$ cat config.mk
export PLATFORM = sky130hd
export DESIGN_NAME = cacheController_flat
export DESIGN_NICKNAME = d
export VERILOG_FILES = /design/src/hw/memTypesPkg.sv /design/src/hw/cacheTypesPkg.sv /design/src/hw/memBusIf.sv /design/src/hw/cacheController.sv /design/src/flat_wrapper.sv
export VERILOG_INCLUDE_DIRS = /design/src /design/src/include
export SDC_FILE = /design/constraint.sdc
export NUM_CORES = 2
export LEC_CHECK = 0
export BUFFER_PORTS_ARGS = -buffer_cell sky130_fd_sc_hd__clkbuf_2
export CAP_MARGIN = 5
export CORE_ASPECT_RATIO = 1.5
export CORE_MARGIN = 5
export CORE_UTILIZATION = 26
export CTS_CLUSTER_SIZE = 10
export DETAILED_ROUTE_END_ITERATION = 6
export GPL_TIMING_DRIVEN = 1
export SLEW_MARGIN = 20
export SYNTH_ARGS = -nofsm -noshare
export SYNTH_HDL_FRONTEND = slang
export SYNTH_SLANG_ARGS = --single-unit
$ cat constraint.sdc
create_clock -name clk -period 13.1 [get_ports clk]
set_clock_uncertainty 0.2 [all_clocks]
set_input_delay 2.62 -clock clk [delete_from_list [all_inputs] [get_ports clk]]
set_output_delay 2.62 -clock clk [all_outputs]
set_load 0.01 [all_outputs]
$ cat src/include/mem_consts.svh
`ifndef MEM_CONSTS_SVH
`define MEM_CONSTS_SVH

// sizing of the memory side

// extra cycles the block memory stalls before it answers
// the answer lands WAIT_CYCLES+1 edges after the request is taken
`define WAIT_CYCLES 2

// words moved per block transfer
// also the number of words held by one cache line
`define BLOCK_WORDS 4

// words in the memory window, 16 KB
// higher address bits alias into this window
`define MEM_WORDS 4096

// lines in the direct-mapped cache
// must stay a power of two, index is taken straight from the address
`define CACHE_LINES 16

// field split of a byte address follows from the values above
// offset at bits 3..2, index at 7..4, tag at 13..8

`endif

$ cat src/hw/memTypesPkg.sv
`default_nettype none

`include "mem_consts.svh"

package memTypesPkg;

  // one data word and a byte address
  typedef logic [31:0] wordT;
  typedef logic [31:0] addrT;

  // whole block, word 0 in the low bits
  typedef wordT [`BLOCK_WORDS-1:0] blockT;

  // memory model sequencing
  typedef enum logic [1:0] {memIdle, memWait, memDone} memStateT;

  // preload value for a word address
  function automatic wordT initWord(input logic [31:0] wordAddr);
    return (wordAddr * 32'h01010101) ^ 32'hA5A50000;
  endfunction

endpackage

`default_nettype wire

$ cat src/hw/cacheTypesPkg.sv
`default_nettype none

`include "mem_consts.svh"

package cacheTypesPkg;

  // controller FSM states
  typedef enum logic [1:0] {cIdle, cCompare, cWriteBack, cRefill} cacheStateT;

  // processor opcodes
  typedef enum logic {opLoad, opStore} cpuOpT;

  // word within a block
  typedef logic [$clog2(`BLOCK_WORDS)-1:0] offsetT;

  // line select
  typedef logic [$clog2(`CACHE_LINES)-1:0] indexT;

  // what is left of the word address inside the window
  typedef logic [$clog2(`MEM_WORDS)-$clog2(`BLOCK_WORDS)-$clog2(`CACHE_LINES)-1:0] tagT;

endpackage

`default_nettype wire

$ cat src/hw/memBusIf.sv
`timescale 1ns/1ns
`default_nettype none

`include "mem_consts.svh"

// block transfer bus between cache and block memory
interface memBusIf import memTypesPkg::*; ();

  // request side, driven by the cache
  logic  re;
  logic  we;
  addrT  addr;
  blockT wd;

  // answer side, driven by the memory
  blockT rd;
  logic  valid;

  // cache end
  modport master (output re, we, addr, wd, input rd, valid);

  // memory end
  modport slave (input re, we, addr, wd, output rd, valid);

endinterface

`default_nettype wire

$ cat src/hw/cacheController.sv
`timescale 1ns/1ns
`default_nettype none

`include "mem_consts.svh"

module cacheController import memTypesPkg::*, cacheTypesPkg::*; (
  input  logic    clk,
  input  logic    rstN,
  input  logic    cpuReq,
  input  cpuOpT   cpuOp,
  input  addrT    cpuAddr,
  input  wordT    cpuWdata,
  output wordT    cpuRdata,
  output logic    cpuReady,
  memBusIf.master bus
);

  // field positions in the byte address
  localparam int OffLsb = 2;
  localparam int IdxLsb = OffLsb + $bits(offsetT);
  localparam int TagLsb = IdxLsb + $bits(indexT);

  cacheStateT state;

  // latched processor request
  cpuOpT  reqOp;
  addrT   reqAddr;
  wordT   reqWdata;
  offsetT reqOff;
  indexT  reqIdx;
  tagT    reqTag;

  // per-line state
  logic [`CACHE_LINES-1:0] validBits;
  logic [`CACHE_LINES-1:0] dirtyBits;
  tagT   tagArr  [`CACHE_LINES];
  blockT dataArr [`CACHE_LINES];

  // registered memory request
  logic  memRe;
  logic  memWe;
  addrT  memAddr;
  blockT memWd;

  logic hit;
  logic needWb;
  addrT victimAddr;
  addrT refillAddr;

  assign reqOff = reqAddr[OffLsb +: $bits(offsetT)];
  assign reqIdx = reqAddr[IdxLsb +: $bits(indexT)];
  assign reqTag = reqAddr[TagLsb +: $bits(tagT)];

  assign hit    = validBits[reqIdx] && (tagArr[reqIdx] == reqTag);
  assign needWb = validBits[reqIdx] && dirtyBits[reqIdx];

  // block addresses, bits above the window stay zero
  assign victimAddr = addrT'({tagArr[reqIdx], reqIdx, {IdxLsb{1'b0}}});
  assign refillAddr = addrT'({reqTag, reqIdx, {IdxLsb{1'b0}}});

  // hit answers straight from the compare cycle
  assign cpuReady = (state == cCompare) && hit;
  assign cpuRdata = dataArr[reqIdx][reqOff];

  assign bus.re   = memRe;
  assign bus.we   = memWe;
  assign bus.addr = memAddr;
  assign bus.wd   = memWd;

  // FSM and line flags
  always_ff @(posedge clk or negedge rstN)
  begin
    if (!rstN)
    begin
      state     <= cIdle;
      memRe     <= 1'b0;
      memWe     <= 1'b0;
      validBits <= '0;
      dirtyBits <= '0;
    end
    else
    begin
      case (state)
        // strobes outside idle are dropped
        cIdle:
        begin
          if (cpuReq)
            state <= cCompare;
        end
        cCompare:
        begin
          if (hit)
          begin
            if (reqOp == opStore)
              dirtyBits[reqIdx] <= 1'b1;
            state <= cIdle;
          end
          else if (needWb)
          begin
            memWe <= 1'b1;
            state <= cWriteBack;
          end
          else
          begin
            memRe <= 1'b1;
            state <= cRefill;
          end
        end
        // victim out, then straight into the refill read
        cWriteBack:
        begin
          if (bus.valid)
          begin
            memWe <= 1'b0;
            memRe <= 1'b1;
            state <= cRefill;
          end
        end
        // line comes back clean, compare again to answer
        cRefill:
        begin
          if (bus.valid)
          begin
            memRe             <= 1'b0;
            validBits[reqIdx] <= 1'b1;
            dirtyBits[reqIdx] <= 1'b0;
            state             <= cCompare;
          end
        end
        default:
          state <= cIdle;
      endcase
    end
  end

  // request latch, arrays and bus payload
  always_ff @(posedge clk)
  begin
    if ((state == cIdle) && cpuReq)
    begin
      reqOp    <= cpuOp;
      reqAddr  <= cpuAddr;
      reqWdata <= cpuWdata;
    end
    // store hit merges one word
    if ((state == cCompare) && hit && (reqOp == opStore))
      dataArr[reqIdx][reqOff] <= reqWdata;
    if ((state == cCompare) && !hit)
    begin
      memAddr <= needWb ? victimAddr : refillAddr;
      memWd   <= dataArr[reqIdx];
    end
    if ((state == cWriteBack) && bus.valid)
      memAddr <= refillAddr;
    if ((state == cRefill) && bus.valid)
    begin
      dataArr[reqIdx] <= bus.rd;
      tagArr[reqIdx]  <= reqTag;
    end
  end

  // ready is a pulse, the FSM leaves compare on a hit
  assert property (@(posedge clk) disable iff (!rstN) cpuReady |=> !cpuReady)
    else $error("cacheController: cpuReady held longer than one cycle");

  // memory only sees traffic while a miss is being served
  assert property (@(posedge clk) disable iff (!rstN)
    (bus.re || bus.we) |-> (state inside {cWriteBack, cRefill}))
    else $error("cacheController: memory request outside miss handling");

endmodule

`default_nettype wire

$ cat src/flat_wrapper.sv
// flat-port wrapper written by rule: the top's interface ports become plain ports
module cacheController_flat import memTypesPkg::*, cacheTypesPkg::*;
  (clk, rstN, cpuReq, cpuOp, cpuAddr, cpuWdata, cpuRdata, cpuReady, bus_re, bus_we, bus_addr, bus_wd, bus_rd, bus_valid);
  memBusIf bus_i ();
  input  logic clk;
  input  logic rstN;
  input  logic cpuReq;
  input  cpuOpT cpuOp;
  input  addrT cpuAddr;
  input  wordT cpuWdata;
  output wordT cpuRdata;
  output logic cpuReady;
  output wire logic [$bits(bus_i.re)-1:0] bus_re;
  output wire logic [$bits(bus_i.we)-1:0] bus_we;
  output wire logic [$bits(bus_i.addr)-1:0] bus_addr;
  output wire logic [$bits(bus_i.wd)-1:0] bus_wd;
  input wire logic [$bits(bus_i.rd)-1:0] bus_rd;
  input wire logic [$bits(bus_i.valid)-1:0] bus_valid;
  assign bus_re = bus_i.re;
  assign bus_we = bus_i.we;
  assign bus_addr = bus_i.addr;
  assign bus_wd = bus_i.wd;
  assign bus_i.rd = bus_rd;
  assign bus_i.valid = bus_valid;
  cacheController u_core (.clk(clk), .rstN(rstN), .cpuReq(cpuReq), .cpuOp(cpuOp), .cpuAddr(cpuAddr), .cpuWdata(cpuWdata), .cpuRdata(cpuRdata), .cpuReady(cpuReady), .bus(bus_i));
endmodule
# Yosys cells after proc, flatten, opt, wreduce, memory -nomap -nowiden
# Memories as Yosys holds them, arrays and structs flattened. A register that Yosys moved wholly into a read port is not among the register bits.
# Index checks and enable logic that the tools add are counted.
# totals
input_bits	197
ramBits	2144
n_memories	2
ff_bits	225
# mem_list
name	words	word_bits	read_ports	rd_clocked_by_memory_dff	wr	line_no	rtl
u_core.dataArr	16	128	1	1	1	cacheController.sv:37	blockT dataArr [`CACHE_LINES];
u_core.tagArr	16	6	1	1	1	cacheController.sv:36	tagT tagArr [`CACHE_LINES];
# op_classes
bitwise	132
n_mux	165
n_reduce_logical	21
n_eq_ne	12
magnitude_cmp	4
# op_table
operator	count
$mux 1	141
$mux 128	1
$or 1x1->1	128
$bmux 32 s2	1
$demux 32 s2	1
$mux 32	2
$mux 16	3
$mux 14	3
$or 16x16->16	2
$pmux 16 s2	1
$and 16x16->16	1
$not 16->16	1
$logic_and 1x1->1	10
$ne 2x2->1 const B	5
$bmux 1 s4	2
$mux 2	4
$mux 4	2
$pmux 2 s4	1
$reduce_and 4->1	2
$eq 6x6->1	1
$ne 2x1->1 const B	3
$reduce_bool 2->1	3
$lt 4x5->1 const B	1
$reduce_and 5->1	1
13 further kinds	14

# Longest topological paths before layout
# logic_depth
depth_word	8
depth_mapped	13

# Worst setup path after synthesis
# OpenSTA, ideal clock, no wires.
# synth_path
path_kind	reg2out
start	reg with a tool-made name
end	out cpuRdata[11]
slack_ns	7.325
arrival_ns	2.955
path_stages_with_launch	8
path_cell_list	dfxtp_1 > buf_6 > buf_6 > clkbuf_1 > buf_1 > mux4_2 > mux4_2 > mux4_2
# synth_rtl
item	line_no	rtl
end, declared	flat_wrapper.sv:11	output wordT cpuRdata;

==> flow_summary.json <==
{
  "h-tree-depth": 5,
  "yosys_most_used_dff": "sky130_fd_sc_hd__edfxtp_1",
  "crit_fanout": 97,
  "route.antenna.remaining_nets": 0,
  "fillCellCount": 32927,
  "cts_post_setup_buffers_inserted": 0,
  "drt_pre_antenna_iters": 7,
  "timing.final.max_slew_violations": 0,
  "total_switching_power_mw": 6.42,
  "synth_cell_type_count": 48,
  "outcome": "complete, no violations",
  "final_routed_wirelength_across_all_metal_layers_um": 282000,
  "combinationalPowerShare": 0.221,
  "layout.cells.most_common": "sky130_fd_sc_hd__edfxtp_1",
  "number_of_violations_of_the_max_capacitance_limit": 0,
  "fin_nets": 4581,
  "unrepaired_setup_endpoints_after_global_routing": "false",
  "asyncSetResetFlopFracSynth": 0.0152,
  "tritoncts": "built",
  "share_of_post_route_cells_with_drive_strength_above_1": 0.356,
  "grt.overflow.total": 0,
  "startpoint_type": "register",
  "timing.hold.worst.class": "reg2reg",
  "clock_tree.buffer_depth": 4,
  "sequential_element_share_of_the_synthesized_area": 0.785,
  "total_die_area_um2": 359000,
  "clkSlewWorstSetupHoldPaths_ps": 50,
  "clk_latency_ps": 860,
  "dieHeight_um": 731,
  "core_area_um2": 346000,
  "clockRootBuffer": "sky130_fd_sc_hd__clkbuf_16",
  "clock_power_share": 0.324,
  "total_leakage_power_nw": 33.2,
  "worst_slew_pin_slew_ps": 1170,
  "vdd.ir_drop.worst_uv": 128,
  "initial_utilization": 0.260,
  "buffer_ports.inserted": 349,
  "worstSetupEndpointType": "output port",
  "count_of_flip_flops_with_a_built_in_enable_after_synthesis": 2327,
  "power_density_nw_per_um2": 203,
  "final-setup-viol-count": 0,
  "syn_area_um2": 90200,
  "cts-resized-gates": 0,
  "syn-instance-count": 3832,
  "grt_start_max_net_pins": 109,
  "finalCriticalPeriod_ps": 8210,
  "grt_pass1_vias": 44855,
  "num_vias": 43861,
  "critical_path_rt_ps": 10280,
  "arr_time_crit_path_ps": 5390,
  "power_switching_share": 0.299,
  "fmax_mhz": 122,
  "post-synth-top-area-fraction": 0.774,
  "placement.setup.worst_slack_ps": 5590,
  "fin_tns_setup_ps": 0,
  "p_seq_frac": 0.455,
  "critPathKind": "reg2out",
  "post-synth-top-area-cell": "sky130_fd_sc_hd__edfxtp_1",
  "routed_wire_length_per_instance_um": 31.3,
  "wire_length_of_the_first_global_routing_pass_um": 380000,
  "internal-power_mw": 15.1,
  "top_level_ports": 392,
  "drc": 0,
  "antenna_found_initial": 41,
  "synthesized_flop_and_latch_total": 2367,
  "cts_made_buffers": 284,
  "gp_congestion": 0.775,
  "ys.warnings.count": 0,
  "drt_via_density": 4.87,
  "layout-area-overhead-vs-synth_pct": 17.5,
  "cts_hold_buf": 0,
  "clock_sinks": 2367,
  "die_w_um": 491,
  "final.period_utilization": 0.627,
  "max_slew_margin": 0.218,
  "hpwlAfterDp_um": 176000,
  "layout_common_cells": "sky130_fd_sc_hd__edfxtp_1 (2327), sky130_fd_sc_hd__mux4_2 (702), sky130_fd_sc_hd__clkbuf_2 (349)",
  "synth_area_per_cell_um2": 23.5,
  "placement_rows": 265,
  "finalWorstSetupSlack_ps": 4890,
  "detailedRoute.firstIterationViolations": 5397,
  "timing_hold_violations_final": 0,
  "synth.top_cells.by_area": "sky130_fd_sc_hd__edfxtp_1 (77%), sky130_fd_sc_hd__mux4_2 (18%), sky130_fd_sc_hd__nand2_1 (1.3%)",
  "groute.usage.overall": 0.152
}
==> Yosys cell counts (2+ instances only) <==
| library cell | n |
|---|---|
| sky130_fd_sc_hd__a21oi_2 | 4 |
| sky130_fd_sc_hd__a22oi_1 | 2 |
| sky130_fd_sc_hd__o21ai_1 | 20 |
| sky130_fd_sc_hd__edfxtp_1 | 2327 |
| sky130_fd_sc_hd__inv_1 | 8 |
| sky130_fd_sc_hd__mux4_2 | 702 |
| sky130_fd_sc_hd__dfrtp_1 | 36 |
| sky130_fd_sc_hd__mux2_2 | 8 |
| sky130_fd_sc_hd__nand2_1 | 311 |
| sky130_fd_sc_hd__o211ai_1 | 2 |
| sky130_fd_sc_hd__ha_1 | 4 |
| sky130_fd_sc_hd__or2_2 | 16 |
| sky130_fd_sc_hd__nor3b_1 | 2 |
| sky130_fd_sc_hd__nor2b_1 | 8 |
| sky130_fd_sc_hd__a21oi_1 | 4 |
| sky130_fd_sc_hd__buf_2 | 35 |
| sky130_fd_sc_hd__nand3_1 | 6 |
| sky130_fd_sc_hd__a221oi_2 | 2 |
| sky130_fd_sc_hd__clkbuf_1 | 131 |
| sky130_fd_sc_hd__a22o_1 | 4 |
| sky130_fd_sc_hd__buf_6 | 5 |
| sky130_fd_sc_hd__buf_4 | 24 |
| sky130_fd_sc_hd__nor2_1 | 90 |
| sky130_fd_sc_hd__nand4_1 | 2 |
| sky130_fd_sc_hd__dfxtp_1 | 4 |
| sky130_fd_sc_hd__and2_1 | 4 |
| sky130_fd_sc_hd__mux2i_1 | 13 |
| sky130_fd_sc_hd__a221oi_1 | 2 |
| sky130_fd_sc_hd__xnor2_1 | 5 |
| sky130_fd_sc_hd__o21ai_0 | 17 |
| sky130_fd_sc_hd__buf_1 | 17 |
==> worst paths after layout <==
path | startpoint | endpoint | slack [ps] | cells after the start
worst max-delay path | register | cpuRdata[8] | 4890 | 6
worst min-delay path | u_core.validBits[12] | u_core.validBits[12] | 270 | 1
worst max register to register | register | u_core.bus.wd[43] | 7320 | 11
worst min register to register | u_core.validBits[12] | u_core.validBits[12] | 270 | 1
max in group asynchronous | rstN | async pin | 10400 | 1
min in group asynchronous | rstN | u_core.bus.re | 1700 | 1
==> flip-flops by register name (all words and copies together) (netlist names), 2 cells and up, named ones only <==
register / flops
u_core.reqWdata: 32
u_core.bus.addr: 10
u_core.dataArr: 2048
u_core.tagArr: 96
u_core.state: 2
u_core.validBits: 16
u_core.bus.wd: 128
u_core.reqAddr: 12
==> power by group through the flow <==
stage	Clock (mW)	Sequential, mW	Combinational, mW
4_1_cts	7.07	9.81	4.82
3_5_place_dp	0	9.95	4.82
5_1_grt	7.37	9.82	4.97
2_1_floorplan	0	9.83	2.47
6_report	6.96	9.78	4.74
3_3_place_gp	0	9.93	4.72
==> logic make-up (layout without fill, tap and decap cells) <==
kind of cell / after synthesis / count (layout) / synth area share
simple gates: 444 / 444 / 0.0197
xor+xnor: 6 / 6 / 0.000582
compound gates: 66 / 66 / 0.00481
buf+inv: 221 / 808 / 0.0112
other cells: 1 / 45 / 0.0000416
mux: 723 / 723 / 0.178
flops: 2367 / 2367 / 0.785
fa+ha+maj: 4 / 4 / 0.000555
==> layer usage <==
layer	up-vias	GRT usage	wire [um]
met4	12	0.0636	12700
met3	372	0.0342	27400
li1	17159	-	-
met1	23853	0.194	104000
met2	2465	0.251	137000
met5	-	0	82
==> area by class of cell <==
cell class / instances / area [um2] / share of cell area
antenna: 23 / 57.6 / 0.000543
clock buffer: 320 / 7410 / 0.0699
clock inverter: 26 / 402 / 0.00379
inverter: 8 / 36.3 / 0.000342
multi-input combinational: 1265 / 19000 / 0.179
sequential: 2367 / 70900 / 0.668
tap: 4539 / 5680 / 0.0536
timing repair buffer: 454 / 2610 / 0.0246
==> critical path, stage by stage (launching register included) <==
cell,delay [ps]
sky130_fd_sc_hd__dfxtp_4,910
sky130_fd_sc_hd__buf_12,560
sky130_fd_sc_hd__buf_12,650
sky130_fd_sc_hd__mux4_2,610
sky130_fd_sc_hd__mux4_2,710
sky130_fd_sc_hd__mux4_2,700
sky130_fd_sc_hd__clkbuf_2,190
==> through the flow <==
stage                     hold slack (ps)  power, mW  utilization  std cells  cell area, um2
after floorplan                       224       12.3            -       3853           90300
after global placement                245       14.7        0.283       8633           98100
after detailed placement              248       14.8        0.283       8633           98200
after CTS                             265       21.7        0.306       8979          106000
after global routing                  272       22.2        0.306       8981          106000
final                                 266       21.5        0.306       9002          106000
(Power assumes the default switching activity.)
